===== src/common/twiddle_pkg.sv =====
// ~~~~~~~~~~~~~~~~~~~~~~~~~~~~~~~~~~~~~~~~~~~~~~~~~~~~~~~~~~~~~~~~~~~~
// Arithmetic widths and data types of the twiddle-factor unit
// ~~~~~~~~~~~~~~~~~~~~~~~~~~~~~~~~~~~~~~~~~~~~~~~~~~~~~~~~~~~~~~~~~~~~

`default_nettype none

package twiddle_pkg;

  // Coefficient width
  localparam int unsigned coeff_w = 32;

  // Root words held per bank
  localparam int unsigned num_words = 8;

  // Montgomery shift, R = 2^log_r
  localparam int unsigned log_r = 32;

  // One coefficient modulo q
  typedef logic [coeff_w-1:0] coeff_t;

  // Index into a root bank
  typedef logic [$clog2(num_words)-1:0] word_idx_t;

  // Whole root bank, also the width of a register access
  typedef logic [num_words*coeff_w-1:0] bank_t;

endpackage

`default_nettype wire


===== src/common/ispr_pkg.sv =====
// ~~~~~~~~~~~~~~~~~~~~~~~~~~~~~~~~~~~~~~~~~~~~~~~~~~~~~~~~~~~~~~~~~~~~
// Register addresses, register access, command strobes and
// per-word write control of the twiddle-factor unit
// ~~~~~~~~~~~~~~~~~~~~~~~~~~~~~~~~~~~~~~~~~~~~~~~~~~~~~~~~~~~~~~~~~~~~

`default_nettype none

package ispr_pkg;

  typedef enum logic [2:0] {
    ispr_prime      = 3'd0,
    ispr_prime_dash = 3'd1,
    ispr_twiddle    = 3'd2,
    ispr_omega      = 3'd3,
    ispr_psi        = 3'd4,
    ispr_omega_idx  = 3'd5,
    ispr_psi_idx    = 3'd6
  } ispr_addr_e;

  // Address also selects the read data
  typedef struct packed {
    ispr_addr_e          addr;
    twiddle_pkg::bank_t  wdata;
    logic                wr_en;
  } ispr_wr_t;

  // One-cycle strobes, at most one per cycle
  typedef struct packed {
    logic update_twiddle;
    logic invert_twiddle;
    logic set_twiddle_as_psi;
    logic update_omega;
    logic update_psi;
    logic omega_idx_inc;
    logic psi_idx_inc;
  } twiddle_cmd_t;

  typedef struct packed {
    logic omega_we;
    logic psi_we;
    logic from_ispr;
  } word_ctl_t;

endpackage

`default_nettype wire


===== src/root_bank/root_select.sv =====
// ~~~~~~~~~~~~~~~~~~~~~~~~~~~~~~~~~~~~~~~~~~~~~~~~~~~~~~~~~~~~~~~~~~~~
// Indexed omega/psi word selection and the register read mux
// ~~~~~~~~~~~~~~~~~~~~~~~~~~~~~~~~~~~~~~~~~~~~~~~~~~~~~~~~~~~~~~~~~~~~

`timescale 1ns/1ns
`default_nettype none

module root_select (
  input  ispr_pkg::ispr_addr_e   addr_i,
  input  twiddle_pkg::bank_t     omega_words_i,
  input  twiddle_pkg::bank_t     psi_words_i,
  input  twiddle_pkg::word_idx_t omega_idx_i,
  input  twiddle_pkg::word_idx_t psi_idx_i,
  input  twiddle_pkg::coeff_t    prime_i,
  input  twiddle_pkg::coeff_t    prime_dash_i,
  input  twiddle_pkg::coeff_t    twiddle_i,
  output twiddle_pkg::coeff_t    omega_sel_o,
  output twiddle_pkg::coeff_t    psi_sel_o,
  output twiddle_pkg::bank_t     rdata_o
);

  import twiddle_pkg::*;
  import ispr_pkg::*;

  // Word selected by the current indices
  assign omega_sel_o = omega_words_i[omega_idx_i*coeff_w +: coeff_w];
  assign psi_sel_o   = psi_words_i[psi_idx_i*coeff_w +: coeff_w];

  // Scalars and indices come back zero-extended
  always_comb begin
    unique case (addr_i)
      ispr_prime: begin
        rdata_o = bank_t'(prime_i);
      end
      ispr_prime_dash: begin
        rdata_o = bank_t'(prime_dash_i);
      end
      ispr_twiddle: begin
        rdata_o = bank_t'(twiddle_i);
      end
      ispr_omega: begin
        rdata_o = omega_words_i;
      end
      ispr_psi: begin
        rdata_o = psi_words_i;
      end
      ispr_omega_idx: begin
        rdata_o = bank_t'(omega_idx_i);
      end
      ispr_psi_idx: begin
        rdata_o = bank_t'(psi_idx_i);
      end
      default: begin
        rdata_o = '0;
      end
    endcase
  end

endmodule

`default_nettype wire


===== config.mk =====
export PLATFORM = sky130hd
export DESIGN_NAME = root_select
export DESIGN_NICKNAME = d
export VERILOG_FILES = /design/src/common/twiddle_pkg.sv /design/src/common/ispr_pkg.sv /design/src/root_bank/root_select.sv
export SDC_FILE = /design/constraint.sdc
export NUM_CORES = 1
export LEC_CHECK = 0
export BUFFER_PORTS_ARGS = -buffer_cell sky130_fd_sc_hd__buf_2
export CORE_AREA = 2 2 367 369
export DETAILED_ROUTE_END_ITERATION = 12
export DIE_AREA = 0 0 369 371
export PLACE_DENSITY = 0.3
export REMOVE_ABC_BUFFERS = 1
export SETUP_SLACK_MARGIN = 0.15
export SLEW_MARGIN = 40
export SYNTH_ARGS = -nofsm -noshare
export SYNTH_HDL_FRONTEND = slang
export SYNTH_SLANG_ARGS = --single-unit

===== constraint.sdc =====
create_clock -name vclk -period 5.2
set_clock_uncertainty 0.1 [all_clocks]
set_input_delay 1.04 -clock vclk [all_inputs]
set_output_delay 1.04 -clock vclk [all_outputs]
set_load 0.1 [all_outputs]

==> key figures <==
Status
  – Status: finished, final reports clean

Placement
  – Dpl hpwl: 117000 µm
  – Placed Instances: 3286
  – Post-Place Cell Area: 14400 µm²
  – GPL Wtd Cong: 0.919
  – IO Port Bufs: 937
  – Pre-CTS WS: 0.345 ns

Route
  – # DRC: 0
  – Antenna Nets Post-Route: 0
  – 1st-iter DRT viols: 999
  – Wirelength per Cell: 39.3 µm
  – Routed WL: 130000 µm
  – DR vias: 12400
  – Vias per inst: 3.75
  – First drt pass iteration count: 5

Worst setup path
  – Crit Path Category: primary input to output port
  – Crit start category: primary input
  – Worst Path Required: 4.06 ns
  – Worst-path fanout max: 37
  – Arr. time, crit path: 3.64 ns
  – Max stage delay on crit path: 0.51 ns
  – CP max stage cell: or2_2
  – Worst setup EP type: output port
  – Worst-path cell chain: buf_2, or2_2, nor2_4, buf_12, buf_12, a22o_1, buf_2

Layout
  – FF/Latch Area: 0 µm²
  – Final Cell Area: 14400 µm²
  – Footprint of the multi-input gates: 6660 µm²
  – FFs & Latches: 0
  – Layout cells sized above 1: 78.2%
  – Final Non-Filler Cells: 3305
  – Net count, final: 2137
  – Commonest non-fill, non-tap cell in the layout: buf_2
  – Commonest cells after routing, fill and taps aside: 906 x buf_2, 224 x a22o_1, 128 x mux4_2
  – Synthesis-to-finish area growth: 100%
  – Layout clock buffers: 0
  – Layout fillers: 15600

Synthesis
  – Count of cell types in the netlist: 22
  – Sequential fraction of the synthesis area: 0%
  – Cell count after synthesis: 638
  – Post-synth top area share: 40.1%
  – Cell area after synthesis: 7190 µm²
  – Syn Area/Cell: 11.3 µm²
  – Area leader, netlist: mux4_2
  – Top post-synthesis cells by area: mux4_2 40%, a22o_1 27%, mux2_2 11%
  – Synth Warn #: 0

Clocking
  – Hold Buf Count CTS: 0
  – CTS resizes: 0
  – Number of setup buffers added after CTS: 0

Power and ir drop
  – Pwr Total: 2.78 mW
  – P per Cell Area: 193 nW/µm²
  – Max VDD drop: 93.4 µV
  – Lkg Pwr: 6.60 nW

Timing
  – Setup WS post-layout: 0.425 ns
  – Worst-Margin Slew: 0.762 ns
  – Fmax: 209 MHz
  – RSZ-0062 raised after global routing: no
  – Clock period minus worst slack: 4.78 ns
  – Final setup fails: 0
  – Final Max Tran Viols: 0
  – Hold_ws: 2.43 ns
  – Slew HR: 49.2%
  – Final hold viol count: 0
  – Fin crit share: 91.8%

Worst hold path
  – Worst Hold Class: primary input to output port
  – Worst hold path depth: 3
  – Endpoint with the worst hold slack: rdata_o[202]
  – Hold Startpoint: omega_words_i[202]

Floorplan
  – Die H: 371 µm
  – IO Pins: 937
  – Initial core utilization: 5.42%
  – Die W: 369 µm
  – Core Footprint: 133000 µm²
  – Area of the die: 137000 µm²
  – FP Rows: 134

Flow run
  – Max-cap violations: 0

Global route
  – Initial antenna violation count: 111
  – Total gr overflow: 0
  – First-pass GRT wire length: 157000 µm
  – Vias in the first global route: 12200
  – Pin count of the biggest net entering global routing: 103
  – All-layer global routing usage: 17.9%
## per-stage QoR
stage / setup TNS [ns] / util [%]
after floorplan: -718.04 / -
after global placement: 0 / 10.8
after detailed placement: 0 / 10.8
after CTS: 0 / 10.8
after global routing: 0 / 10.8
final: 0 / 10.8
## cells by family (layout without fill, tap and decap cells)
logic type	count (synthesis)	count (layout)	synth area share, %
AO/OA/AOI/OAI	291	291	35.6
buffers and inverters	105	985	7.64
multiplexers	227	227	55.1
other	0	19	0
AND/OR/NAND/NOR	15	15	1.72
## report_power, final
part / total [mW] / leakage (nW) / internal [mW] / switching (mW)
logic: 2.78 / 6.60 / 0.649 / 2.14
registers: 0 / 0 / 0 / 0
clock network: 0.000000342 / 0.000118 / 0.000000342 / 0
## synth_stat cells
library cell,count
o21ai_0,3
nor3b_1,4
buf_2,64
nor2b_1,1
mux2_2,70
o2bb2ai_1,29
mux4_2,128
buf_6,10
and3b_1,1
clkbuf_1,22
a22o_1,224
inv_1,1
or2_1,1
a21oi_1,3
nor2_2,1
and4b_1,3
buf_1,8
mux2i_1,29
a221o_1,29
and2_1,1
a211oi_1,3
nor4bb_1,3
## routing by layer
layer  up-vias  GRT usage, %  part of all wire [%]
met2       926          28.6                    45
met5         -             0                  0.38
met1      6500          23.3                    43
li1       4718             -                     -
met3       188          6.46                    10
met4        78          2.36                   2.0
## worst max-delay path by stage
stage	startpoint	to	cells after the start
after detailed placement	addr_i[0]	rdata_o[30]	6
after global routing	addr_i[0]	rdata_o[30]	6
after floorplan	addr_i[1]	rdata_o[100]	3
final	addr_i[1]	rdata_o[189]	7
after global placement	addr_i[0]	rdata_o[30]	6
after CTS	addr_i[0]	rdata_o[30]	6
## worst max-delay path: cells and delay by family
family                 cells  cell delay, ns
buffers and inverters      4            1.25
and+or+nand+nor            2            0.88
AOI/OAI and AO/OA          1            0.36
## area by class of cell
cell class / instances / area share (%)
Antenna cell: 19 / 0.330
Tap cell: 1768 / 15.4
Inverter: 1 / 0.0261
Multi-Input combinational cell: 533 / 46.2
Timing Repair Buffer: 984 / 38.0
No activity file was read; power rests on OpenSTA's default activity.
