**src/common/twiddle_pkg.sv**
```systemverilog
// ~~~~~~~~~~~~~~~~~~~~~~~~~~~~~~~~~~~~~~~~~~~~~~~~~~~~~~~~~~~~~~~~~~~~
// Arithmetic widths and data types of the twiddle-factor unit
// ~~~~~~~~~~~~~~~~~~~~~~~~~~~~~~~~~~~~~~~~~~~~~~~~~~~~~~~~~~~~~~~~~~~~

`default_nettype none

package twiddle_pkg;

  // Coefficient width
  localparam int unsigned coeff_w = 32;

  // Root words held per bank
  localparam int unsigned num_words = 8;

  // Montgomery shift, R = 2^log_r
  localparam int unsigned log_r = 32;

  // One coefficient modulo q
  typedef logic [coeff_w-1:0] coeff_t;

  // Index into a root bank
  typedef logic [$clog2(num_words)-1:0] word_idx_t;

  // Whole root bank, also the width of a register access
  typedef logic [num_words*coeff_w-1:0] bank_t;

endpackage

`default_nettype wire

```
**src/common/ispr_pkg.sv**
```systemverilog
// ~~~~~~~~~~~~~~~~~~~~~~~~~~~~~~~~~~~~~~~~~~~~~~~~~~~~~~~~~~~~~~~~~~~~
// Register addresses, register access, command strobes and
// per-word write control of the twiddle-factor unit
// ~~~~~~~~~~~~~~~~~~~~~~~~~~~~~~~~~~~~~~~~~~~~~~~~~~~~~~~~~~~~~~~~~~~~

`default_nettype none

package ispr_pkg;

  typedef enum logic [2:0] {
    ispr_prime      = 3'd0,
    ispr_prime_dash = 3'd1,
    ispr_twiddle    = 3'd2,
    ispr_omega      = 3'd3,
    ispr_psi        = 3'd4,
    ispr_omega_idx  = 3'd5,
    ispr_psi_idx    = 3'd6
  } ispr_addr_e;

  // Address also selects the read data
  typedef struct packed {
    ispr_addr_e          addr;
    twiddle_pkg::bank_t  wdata;
    logic                wr_en;
  } ispr_wr_t;

  // One-cycle strobes, at most one per cycle
  typedef struct packed {
    logic update_twiddle;
    logic invert_twiddle;
    logic set_twiddle_as_psi;
    logic update_omega;
    logic update_psi;
    logic omega_idx_inc;
    logic psi_idx_inc;
  } twiddle_cmd_t;

  typedef struct packed {
    logic omega_we;
    logic psi_we;
    logic from_ispr;
  } word_ctl_t;

endpackage

`default_nettype wire

```
**src/root_bank/root_word.sv**
```systemverilog
// ~~~~~~~~~~~~~~~~~~~~~~~~~~~~~~~~~~~~~~~~~~~~~~~~~~~~~~~~~~~~~~~~~~~~
// One omega root word and one psi root word with their load muxes
// ~~~~~~~~~~~~~~~~~~~~~~~~~~~~~~~~~~~~~~~~~~~~~~~~~~~~~~~~~~~~~~~~~~~~

`timescale 1ns/1ns
`default_nettype none

module root_word (
  input  logic                 clk_i,
  input  logic                 rst_i,
  input  ispr_pkg::word_ctl_t  ctl_i,
  input  twiddle_pkg::coeff_t  wdata_i,
  input  twiddle_pkg::coeff_t  omega_sq_i,
  input  twiddle_pkg::coeff_t  omega_sel_i,
  output twiddle_pkg::coeff_t  omega_o,
  output twiddle_pkg::coeff_t  psi_o
);

  import twiddle_pkg::*;

  coeff_t omega_q;
  coeff_t psi_q;

  always_ff @(posedge clk_i) begin
    if (rst_i) begin
      omega_q <= '0;
      psi_q   <= '0;
    end else begin
      if (ctl_i.omega_we) begin
        omega_q <= ctl_i.from_ispr ? wdata_i : omega_sq_i;
      end
      // Psi takes a copy of the selected omega
      if (ctl_i.psi_we) begin
        psi_q <= ctl_i.from_ispr ? wdata_i : omega_sel_i;
      end
    end
  end

  assign omega_o = omega_q;
  assign psi_o   = psi_q;

endmodule

`default_nettype wire

```
**config.mk**
```make
export PLATFORM = sky130hd
export DESIGN_NAME = root_word
export DESIGN_NICKNAME = d
export VERILOG_FILES = /design/src/common/twiddle_pkg.sv /design/src/common/ispr_pkg.sv /design/src/root_bank/root_word.sv
export SDC_FILE = /design/constraint.sdc
export NUM_CORES = 1
export LEC_CHECK = 0
export BUFFER_PORTS_ARGS = -buffer_cell sky130_fd_sc_hd__clkbuf_2
export CAP_MARGIN = 40
export CELL_PAD_IN_SITES_DETAIL_PLACEMENT = 1
export CELL_PAD_IN_SITES_GLOBAL_PLACEMENT = 1
export CORE_ASPECT_RATIO = 2
export CORE_MARGIN = 4
export CORE_UTILIZATION = 31
export CTS_CLUSTER_DIAMETER = 80
export DETAILED_ROUTE_END_ITERATION = 8
export PLACE_DENSITY_LB_ADDON = 0.1
export SYNTH_ARGS = -nofsm -noshare
export SYNTH_HDL_FRONTEND = slang
export SYNTH_SLANG_ARGS = --single-unit
export TNS_END_PERCENT = 10
```
**constraint.sdc**
```tcl
create_clock -name clk_i -period 1 [get_ports clk_i]
set_clock_uncertainty 0.15 [all_clocks]
set_input_delay 0.05 -clock clk_i [delete_from_list [all_inputs] [get_ports clk_i]]
set_output_delay 0.05 -clock clk_i [all_outputs]
set_load 0.02 [all_outputs]
```
==> flow_summary.yaml <==
outcome:
  status: "complete, but fails checks"
  failed_checks: "setup timing"
grt:
  grt-ovfl-total: 0
  grt_antenna_before_repair: 0
  top_usage_layer: "met2"
  grt.met2_usage_pct: 42.0
  grt_use_total_pct: 23.4
  global_route_wire_length_before_repair_um: 18800
  grt_use_met1_pct: 24.4
  grt_max_degree: 39
  use_met3_pct: 5.21
  vias_in_the_first_global_route: 3591
routing:
  detail_route.iter0.violations: 71
  route.vias.total: 3234
  drc: 0
  postRouteAntennaNets: 0
  firstDrtPassIters: 4
  route.detailed.vias_per_inst: 5.00
  detail_route.wirelength_um: 12600
  route.detailed.wl_per_inst_um: 19.5
synth:
  yosysTopAreaCell: "dfxtp_1"
  synth.yosys.warnings: 0
  synthesis.nets: 385
  syn_inst: 284
  synth-xor-area-share_pct: 0
  synth-compound-area-share_pct: 17.0
  synth.top_cells.by_area: "dfxtp_1 45%, mux2i_1 23%, a211oi_1 17%"
  share_of_synthesized_cell_area_in_and_or_nand_and_nor_gates_pct: 8.48
  synthAdderAreaFrac_pct: 0
  synth_top_area_share_pct: 45.2
  syn_avg_cell_area_um2: 9.98
  postSynthRegisterBits: 64
  syn-cell-area_um2: 2830
  synth-seq-area-share_pct: 45.2
  yosys.cell_types.count: 9
  main_combinational_cell_family_by_area_after_synthesis: "multiplexers"
  synthMuxAreaShare_pct: 22.6
placed_design:
  gp_congestion: 0.731
  io_buf_count: 164
  place_hpwl_um: 6920
  placed_cells: 531
  place_ws_ps: -68.9
floorplanning:
  placementRows: 49
  core_area_um2: 8950
  design.portCount: 165
  dieHeight_um: 143
  full_die_area_um2: 10800
  floorplan.die.width_um: 75.6
  initial_core_util_pct: 31.7
clock_tree:
  cts.sink_count: 64
  cts_buffers: 9
  clockRootBuffer: "clkbuf_16"
  cts-root-to-sink-buffers: 2
  worstSkewPairLatency_ps: 330
  clock_tree.htree_level_count: 3
  clkSlewWorstSetupHoldPaths_ps: 50
  clock_tree_from_tritoncts: "yes"
power:
  p_sw_w: 0.00222
  p_comb_share_pct: 25.3
  cellLeakagePower_nw: 2.66
  internal-power_w: 0.00603
  clock_power_share_pct: 38.8
  seqPwrFrac_pct: 35.9
  vdd.ir_drop.worst_v: 0.000859
  switching_share_pct: 26.9
  power_density_nw_per_um2: 1410
  power_w: 0.00825
cells_and_area:
  num-nets-final: 641
  final-instance-count-excl-fill: 647
  fraction_of_layout_instances_using_a_drive_strength_above_1_pct: 49.4
  utilization_pct: 65.3
  area_delta_synth_final_pct: 106
  n_antenna_cell: 0
sta:
  worst_slack_ps: -20.0
  totalNegativeSetupSlack_ps: -56.3
  timing.max_slew.rel_slack_pct: 81.6
  maxSlewViolCount: 0
  finalSetupViolations: 7
  timing_worst_slew_pin_value_ps: 268
  rsz0062_at_grt: "true"
  post-route-period-util_pct: 102
  period_minus_slack_ps: 1020
  final_hold_viol_count: 0
  maxClockFrequency_mhz: 980
worst_setup_path:
  criticalPathCategory: "primary input to flop"
  worst_ep_required_time_ps: 1060
  cp-end-kind: "flop"
  cp-start-kind: "primary input"
  beginning_of_the_critical_path: "wdata_i[6]"
  worst-r2r-cell-count: 3
  worst_ep_arrival_time_ps: 1080
  worst_r2r_startpoint: "psi_o[22]"
  highest_fanout_seen_on_the_critical_path: 2
min_path:
  min_path_cells: 3
  hold_path_startpoint: "rst_i"
  min_path_type: "primary input to flop"
job:
  cap_violations: 0
## Yosys cell counts
master and n:
a211oi_1 64, nor2_1 64, buf_6 1, mux2i_1 64, buf_2 3, dfxtp_1 64
buf_8 6, buf_4 2, clkbuf_1 16
## layout make-up
cell class	count	area (um^2)
clock buffers	13	260
clock inverters	3	40.0
fillers	939	3100
multi-input cells	192	1430
flip-flops and latches	64	1360
well taps	102	128
repair buffers	273	2640
## power by group through the flow
stage / Sequential [W] / Clock [W] / Combinational (W)
finish: 0.00296 / 0.00320 / 0.00209
floorplan: 0.00312 / 0 / 0.000537
global route: 0.00299 / 0.00338 / 0.00222
global placement: 0.00289 / 0 / 0.00130
detailed placement: 0.00290 / 0 / 0.00133
CTS: 0.00291 / 0.00324 / 0.00191
## path summary, 6_finish.rpt
| kind | end | slack, ps |
|---|---|---|
| setup / recovery | psi_o[6] | -20 |
| hold / removal | omega_o[1] | 9 |
| setup reg to reg | psi_o[22] | 40 |
| hold reg to reg | psi_o[25] | 350 |
## registers in the layout, indices dropped and copies added, names as in the netlist
name / count
omega_o: 32
psi_o: 32
## critical path, stage by stage
cell and delay (ps):
dlygate4sd3_1 540, clkbuf_2 120, mux2i_1 240, a211oi_2 120
## kinds of logic (layout without fill, tap and decap cells)
family / count (synthesis) / after routing
mux: 64 / 64
simple gates: 64 / 64
flops: 64 / 64
compound gates: 64 / 64
buf+inv: 28 / 289
## routing by layer
layer,vias to the layer above,part of all wire [%]
met5,-,0
met4,0,3.8
met3,29,5.5
met2,119,56
met1,1546,35
li1,1540,-
## what timing repair did
action,4_1_cts,5_1_grt
cloned,0,0
gates resized for setup,192,78
setup endpoints to repair,64,85
hold buffers,96,0
hold endpoints to repair,64,0
pin swaps,0,11
setup buffers,1,3
## placed cells by master (no fill, tap or decap)
master,netlist,final
nor2_2,0,1
mux2i_1,64,61
buf_8,6,64
buf_12,0,9
clkbuf_2,0,99
dfxtp_2,0,64
nor2_1,64,63
clkbuf_16,0,9
a211oi_1,64,54
dlygate4sd3_1,0,96
clkbuf_8,0,2
clkbuf_1,16,2
a211oi_2,0,10
mux2i_2,0,3
clkinv_2,0,2
bufinv_16,0,1
buf_4,2,5
## per-stage QoR
step                      hold WS [ps]  instance area (um^2)
final                             9.22                  5850
after detailed placement           232                  3770
after CTS                        -2.68                  5680
after global routing              20.4                  5850
after floorplan                    134                  2830
after global placement             220                  3770
(Power assumes the default switching activity.)
