## src/common/twiddle_pkg.sv

```systemverilog
// ~~~~~~~~~~~~~~~~~~~~~~~~~~~~~~~~~~~~~~~~~~~~~~~~~~~~~~~~~~~~~~~~~~~~
// Arithmetic widths and data types of the twiddle-factor unit
// ~~~~~~~~~~~~~~~~~~~~~~~~~~~~~~~~~~~~~~~~~~~~~~~~~~~~~~~~~~~~~~~~~~~~

`default_nettype none

package twiddle_pkg;

  // Coefficient width
  localparam int unsigned coeff_w = 32;

  // Root words held per bank
  localparam int unsigned num_words = 8;

  // Montgomery shift, R = 2^log_r
  localparam int unsigned log_r = 32;

  // One coefficient modulo q
  typedef logic [coeff_w-1:0] coeff_t;

  // Index into a root bank
  typedef logic [$clog2(num_words)-1:0] word_idx_t;

  // Whole root bank, also the width of a register access
  typedef logic [num_words*coeff_w-1:0] bank_t;

endpackage

`default_nettype wire

```

## src/common/ispr_pkg.sv

```systemverilog
// ~~~~~~~~~~~~~~~~~~~~~~~~~~~~~~~~~~~~~~~~~~~~~~~~~~~~~~~~~~~~~~~~~~~~
// Register addresses, register access, command strobes and
// per-word write control of the twiddle-factor unit
// ~~~~~~~~~~~~~~~~~~~~~~~~~~~~~~~~~~~~~~~~~~~~~~~~~~~~~~~~~~~~~~~~~~~~

`default_nettype none

package ispr_pkg;

  typedef enum logic [2:0] {
    ispr_prime      = 3'd0,
    ispr_prime_dash = 3'd1,
    ispr_twiddle    = 3'd2,
    ispr_omega      = 3'd3,
    ispr_psi        = 3'd4,
    ispr_omega_idx  = 3'd5,
    ispr_psi_idx    = 3'd6
  } ispr_addr_e;

  // Address also selects the read data
  typedef struct packed {
    ispr_addr_e          addr;
    twiddle_pkg::bank_t  wdata;
    logic                wr_en;
  } ispr_wr_t;

  // One-cycle strobes, at most one per cycle
  typedef struct packed {
    logic update_twiddle;
    logic invert_twiddle;
    logic set_twiddle_as_psi;
    logic update_omega;
    logic update_psi;
    logic omega_idx_inc;
    logic psi_idx_inc;
  } twiddle_cmd_t;

  typedef struct packed {
    logic omega_we;
    logic psi_we;
    logic from_ispr;
  } word_ctl_t;

endpackage

`default_nettype wire

```

## src/root_bank/root_bank_ctrl.sv

```systemverilog
// ~~~~~~~~~~~~~~~~~~~~~~~~~~~~~~~~~~~~~~~~~~~~~~~~~~~~~~~~~~~~~~~~~~~~
// Omega and psi index registers and per-word write enable decode
// ~~~~~~~~~~~~~~~~~~~~~~~~~~~~~~~~~~~~~~~~~~~~~~~~~~~~~~~~~~~~~~~~~~~~

`timescale 1ns/1ns
`default_nettype none

module root_bank_ctrl (
  input  logic                   clk_i,
  input  logic                   rst_i,
  input  ispr_pkg::twiddle_cmd_t cmd_i,
  input  ispr_pkg::ispr_wr_t     ispr_i,
  output twiddle_pkg::word_idx_t omega_idx_o,
  output twiddle_pkg::word_idx_t psi_idx_o,
  output ispr_pkg::word_ctl_t    word_ctl_o [twiddle_pkg::num_words]
);

  import twiddle_pkg::*;
  import ispr_pkg::*;

  word_idx_t omega_idx_q;
  word_idx_t psi_idx_q;
  word_idx_t wdata_idx;
  logic      omega_bank_wr;
  logic      psi_bank_wr;

  assign wdata_idx     = ispr_i.wdata[$bits(word_idx_t)-1:0];
  assign omega_bank_wr = ispr_i.wr_en && ispr_i.addr == ispr_omega;
  assign psi_bank_wr   = ispr_i.wr_en && ispr_i.addr == ispr_psi;

  // Increment wraps modulo num_words through the index width
  always_ff @(posedge clk_i) begin
    if (rst_i) begin
      omega_idx_q <= '0;
      psi_idx_q   <= '0;
    end else begin
      if (ispr_i.wr_en && ispr_i.addr == ispr_omega_idx) begin
        omega_idx_q <= wdata_idx;
      end else if (cmd_i.omega_idx_inc) begin
        omega_idx_q <= omega_idx_q + 1'b1;
      end
      if (ispr_i.wr_en && ispr_i.addr == ispr_psi_idx) begin
        psi_idx_q <= wdata_idx;
      end else if (cmd_i.psi_idx_inc) begin
        psi_idx_q <= psi_idx_q + 1'b1;
      end
    end
  end

  // Bank write hits every word, commands only the indexed one
  always_comb begin
    for (int i = 0; i < num_words; i++) begin
      word_ctl_o[i].omega_we  = omega_bank_wr ||
                                (cmd_i.update_omega && omega_idx_q == word_idx_t'(i));
      word_ctl_o[i].psi_we    = psi_bank_wr ||
                                (cmd_i.update_psi && psi_idx_q == word_idx_t'(i));
      word_ctl_o[i].from_ispr = ispr_i.wr_en;
    end
  end

  assign omega_idx_o = omega_idx_q;
  assign psi_idx_o   = psi_idx_q;

endmodule

`default_nettype wire

```

## config.mk

```make
export PLATFORM = sky130hd
export DESIGN_NAME = root_bank_ctrl
export DESIGN_NICKNAME = d
export VERILOG_FILES = /design/src/common/twiddle_pkg.sv /design/src/common/ispr_pkg.sv /design/src/root_bank/root_bank_ctrl.sv
export SDC_FILE = /design/constraint.sdc
export NUM_CORES = 1
export LEC_CHECK = 0
export ABC_AREA = 1
export ABC_CLOCK_PERIOD_IN_PS = 1700
export BUFFER_PORTS_ARGS = -buffer_cell sky130_fd_sc_hd__buf_2
export CELL_PAD_IN_SITES_DETAIL_PLACEMENT = 1
export CELL_PAD_IN_SITES_GLOBAL_PLACEMENT = 1
export CORE_AREA = 2 2 117 119
export DETAILED_ROUTE_END_ITERATION = 10
export DIE_AREA = 0 0 119 121
export PLACE_DENSITY_LB_ADDON = 0.1
export SYNTH_ARGS = -nofsm -noshare
export SYNTH_HDL_FRONTEND = slang
export SYNTH_SLANG_ARGS = --single-unit
```

## constraint.sdc

```tcl
create_clock -name clk_i -period 1.7 [get_ports clk_i]
set_clock_uncertainty 0.15 [all_clocks]
set_input_delay 0.085 -clock clk_i [delete_from_list [all_inputs] [get_ports clk_i]]
set_output_delay 0.085 -clock clk_i [all_outputs]
set_load 0.03 [all_outputs]
```

==> summary.md <==
| Metric | Value |
|---|---|
| Pwr dens | `683 nW/um^2` |
| Area Overhead vs Synth | `69.3%` |
| CP Data Required Time | `1.46 ns` |
| Mean post-synth cell area | `6.08 sq um` |
| Slowest stage delay, CP | `0.44 ns` |
| Grt total ovfl | `0` |
| Sequential-to-total area share from yosys stat | `16.8%` |
| Row count | `42` |
| # port buffers | `42` |
| CTS tree | `built` |
| Final worst slack | `0.114 ns` |
| Die Ht | `121 um` |
| Worst setup path start | `omega_idx_o[1]$_SDFFE_PP0P_` |
| # Max-Cap Violations | `0` |
| Startpoint Class | `register` |
| Worst reg2reg path depth | `7` |
| Global-route wire length before repair | `5.09 mm` |
| ANT nets after route | `0` |
| Flops & latches, synth | `6` |
| 1st-pass router iterations | `4` |
| Non-Filler Instances | `337` |
| Sw Ratio | `35.2%` |
| Initial antenna violation count | `0` |
| Vias per inst | `2.47` |
| Root Driver | `clkbuf_16` |
| Largest net degree at the start of global routing | `9` |
| CP Cell Sequence | `ha_1 > ha_1 > nand2_1 > nand2_1 > buf_2` |
| CTS Buf Count | `3` |
| CP Max Fanout | `5` |
| Yosys Warn Count | `0` |
| Vias in the first global route | `910` |
| Slew headroom | `80.5%` |
| Routability cong. | `0.650` |
| CP Data Arrival Time | `1.35 ns` |
| LEAKAGE | `0.000661 uW` |
| Clock network fraction of total power | `47.3%` |
| Clk pin slew, worst setup/hold paths | `0.03 ns` |
| Post-layout min period | `1.59 ns` |
| Post-layout net count | `444` |
| # DRC | `0` |
| Slowest-stage cell, CP | `dfxtp_1` |
| Reg2reg start | `omega_idx_o[1]$_SDFFE_PP0P_` |
| Post-DP HPWL | `2.87 mm` |
| Die width | `119 um` |
| Total I/O pin count | `299` |
| Crit path capture type | `output pin` |
| Post-CTS Setup Bufs | `0` |
| Worst hold path cell count | `4` |
| Max Root-Sink Buffers | `2` |
| Internal | `538 uW` |
| RSZ-0062 raised after global routing | `no` |
| Status | `complete, no violations` |
| Skew-Pair Late Insertion Delay | `0.23 ns` |
| Place WS | `0.254 ns` |
| Final Hold Viols | `0` |
| Peak supply drop | `0.000163 V` |
| Pin slew with the least headroom to its limit | `0.292 ns` |
| Synth unique cells | `11` |
| Initial Utilization | `5.48%` |
| Hold Path Class | `in2reg` |
| # setup viols final | `0` |
| Full die area | `14,400 sq um` |
| Post-Syn Instances | `118` |
| Wire per inst | `9.72 um` |
| Psw | `292 uW` |
| Period utilization | `93.3%` |
| Syn Std Cell Area | `717 sq um` |
| Antenna cells | `0` |
| Share of layout cells above drive strength 1 | `32.9%` |
| Worst hold start | `cmd_i[1]` |
| Sequential fraction of design power | `20.4%` |
| Drt initial violations | `21` |
| Routed WL | `3.28 mm` |
| Total GRT Usage | `4.70%` |
| Crit path kind | `reg2out` |
| Max Clock Freq | `630 MHz` |
| CTS sink cnt | `6` |
| Vias | `833` |
| Syn Nets | `399` |
| Logic pwr share | `32.3%` |
| Core area | `13,100 sq um` |
| Post-Place Cells | `332` |
| Max-slew violations | `0` |
| H-tree Lvls | `1` |
==> registers in the layout (all words and copies together), names as in the netlist <==
signal and flops:
omega_idx_o 3, psi_idx_o 3
==> cells in the mapped netlist (all sizes together) <==
| library cell | count | area [sq um] |
|---|---|---|
| dfxtp | 6 | 120 |
| inv | 23 | 86.3 |
| o21ai | 12 | 60.1 |
| nor2 | 7 | 28.8 |
| nand3 | 11 | 55.1 |
| ha | 12 | 150 |
| nand2 | 35 | 136 |
| a21oi | 4 | 20.0 |
| buf | 8 | 60.1 |
==> cell usage in the layout, fill, tap and decap left out, drive strengths merged <==
cell type	Yosys	layout
a21oi	4	4
buf	8	46
clkbuf	0	3
dfxtp	6	6
dlygate4sd3	0	2
ha	12	12
inv	23	23
nand2	35	35
nand3	11	11
nor2	7	7
o21ai	12	12
==> power by group through the flow <==
stage / combinational, uW / clock (uW) / sequential [uW]
after floorplan: 157 / 0 / 187
after global routing: 300 / 414 / 172
final: 268 / 393 / 169
after global placement: 276 / 0 / 173
after detailed placement: 273 / 0 / 171
after CTS: 278 / 403 / 170
==> critical path, delay by kind of cell (launching register included) <==
family,cells,cell delay (ns)
buffers and inverters,1,0.21
and+or+nand+nor,2,0.10
adders and majority gates,2,0.37
DFF,1,0.44
==> kinds of logic (layout without fill, tap and decap cells) <==
kind of cell,Yosys count,in the layout,synth area share (%)
AOI/OAI and AO/OA,16,16,11.2
adders and majority gates,12,12,20.9
buffers and inverters,31,74,20.4
and+or+nand+nor,53,53,30.7
DFF,6,6,16.8
==> final cells by class <==
cell class | count | area [sq um]
clock buffer | 3 | 75.1
fill | 1580 | 11900
inverter | 23 | 86.3
multi-input combinational | 81 | 450
sequential | 6 | 121
tap | 176 | 220
timing repair buffer | 48 | 260
==> what timing repair did <==
action / 4_1_cts / 5_1_grt
endpoints found under the setup margin: 0 / 1
endpoints found under the hold margin: 6 / 0
hold buffers: 2 / 0
gates resized for setup: 0 / 1
==> final timing paths <==
check	slack, ns	endpoint
setup / recovery	0.11	word_ctl_o[14]
hold / removal	0.08	omega_idx_o[1]$_SDFFE_PP0P_
setup reg to reg	0.27	omega_idx_o[2]$_SDFFE_PP0P_
hold reg to reg	0.42	psi_idx_o[1]$_SDFFE_PP0P_
==> layer usage <==
layer  vias up  routed length (um)  track usage, %
met5         -                   0               0
met4         0                  59            1.79
met3         5                 192            1.17
met2        33                1360            7.18
met1       353                1670            6.35
li1        442                   -               -
==> through the flow <==
stage | utilization (%) | total power (uW) | cell area [sq um] | setup TNS (ns) | hold WS, ns
4_1_cts | 9.27 | 851 | 1210 | 0 | 0.0914
5_1_grt | 9.28 | 886 | 1210 | 0 | 0.117
3_5_place_dp | 8.54 | 444 | 1120 | 0 | 0.215
6_report | 9.28 | 829 | 1210 | 0 | 0.0759
3_3_place_gp | 8.54 | 449 | 1120 | 0 | 0.215
2_1_floorplan | - | 345 | 717 | -0.0603 | 0.00407
Note: power is estimated with default switching activity, not from simulation.
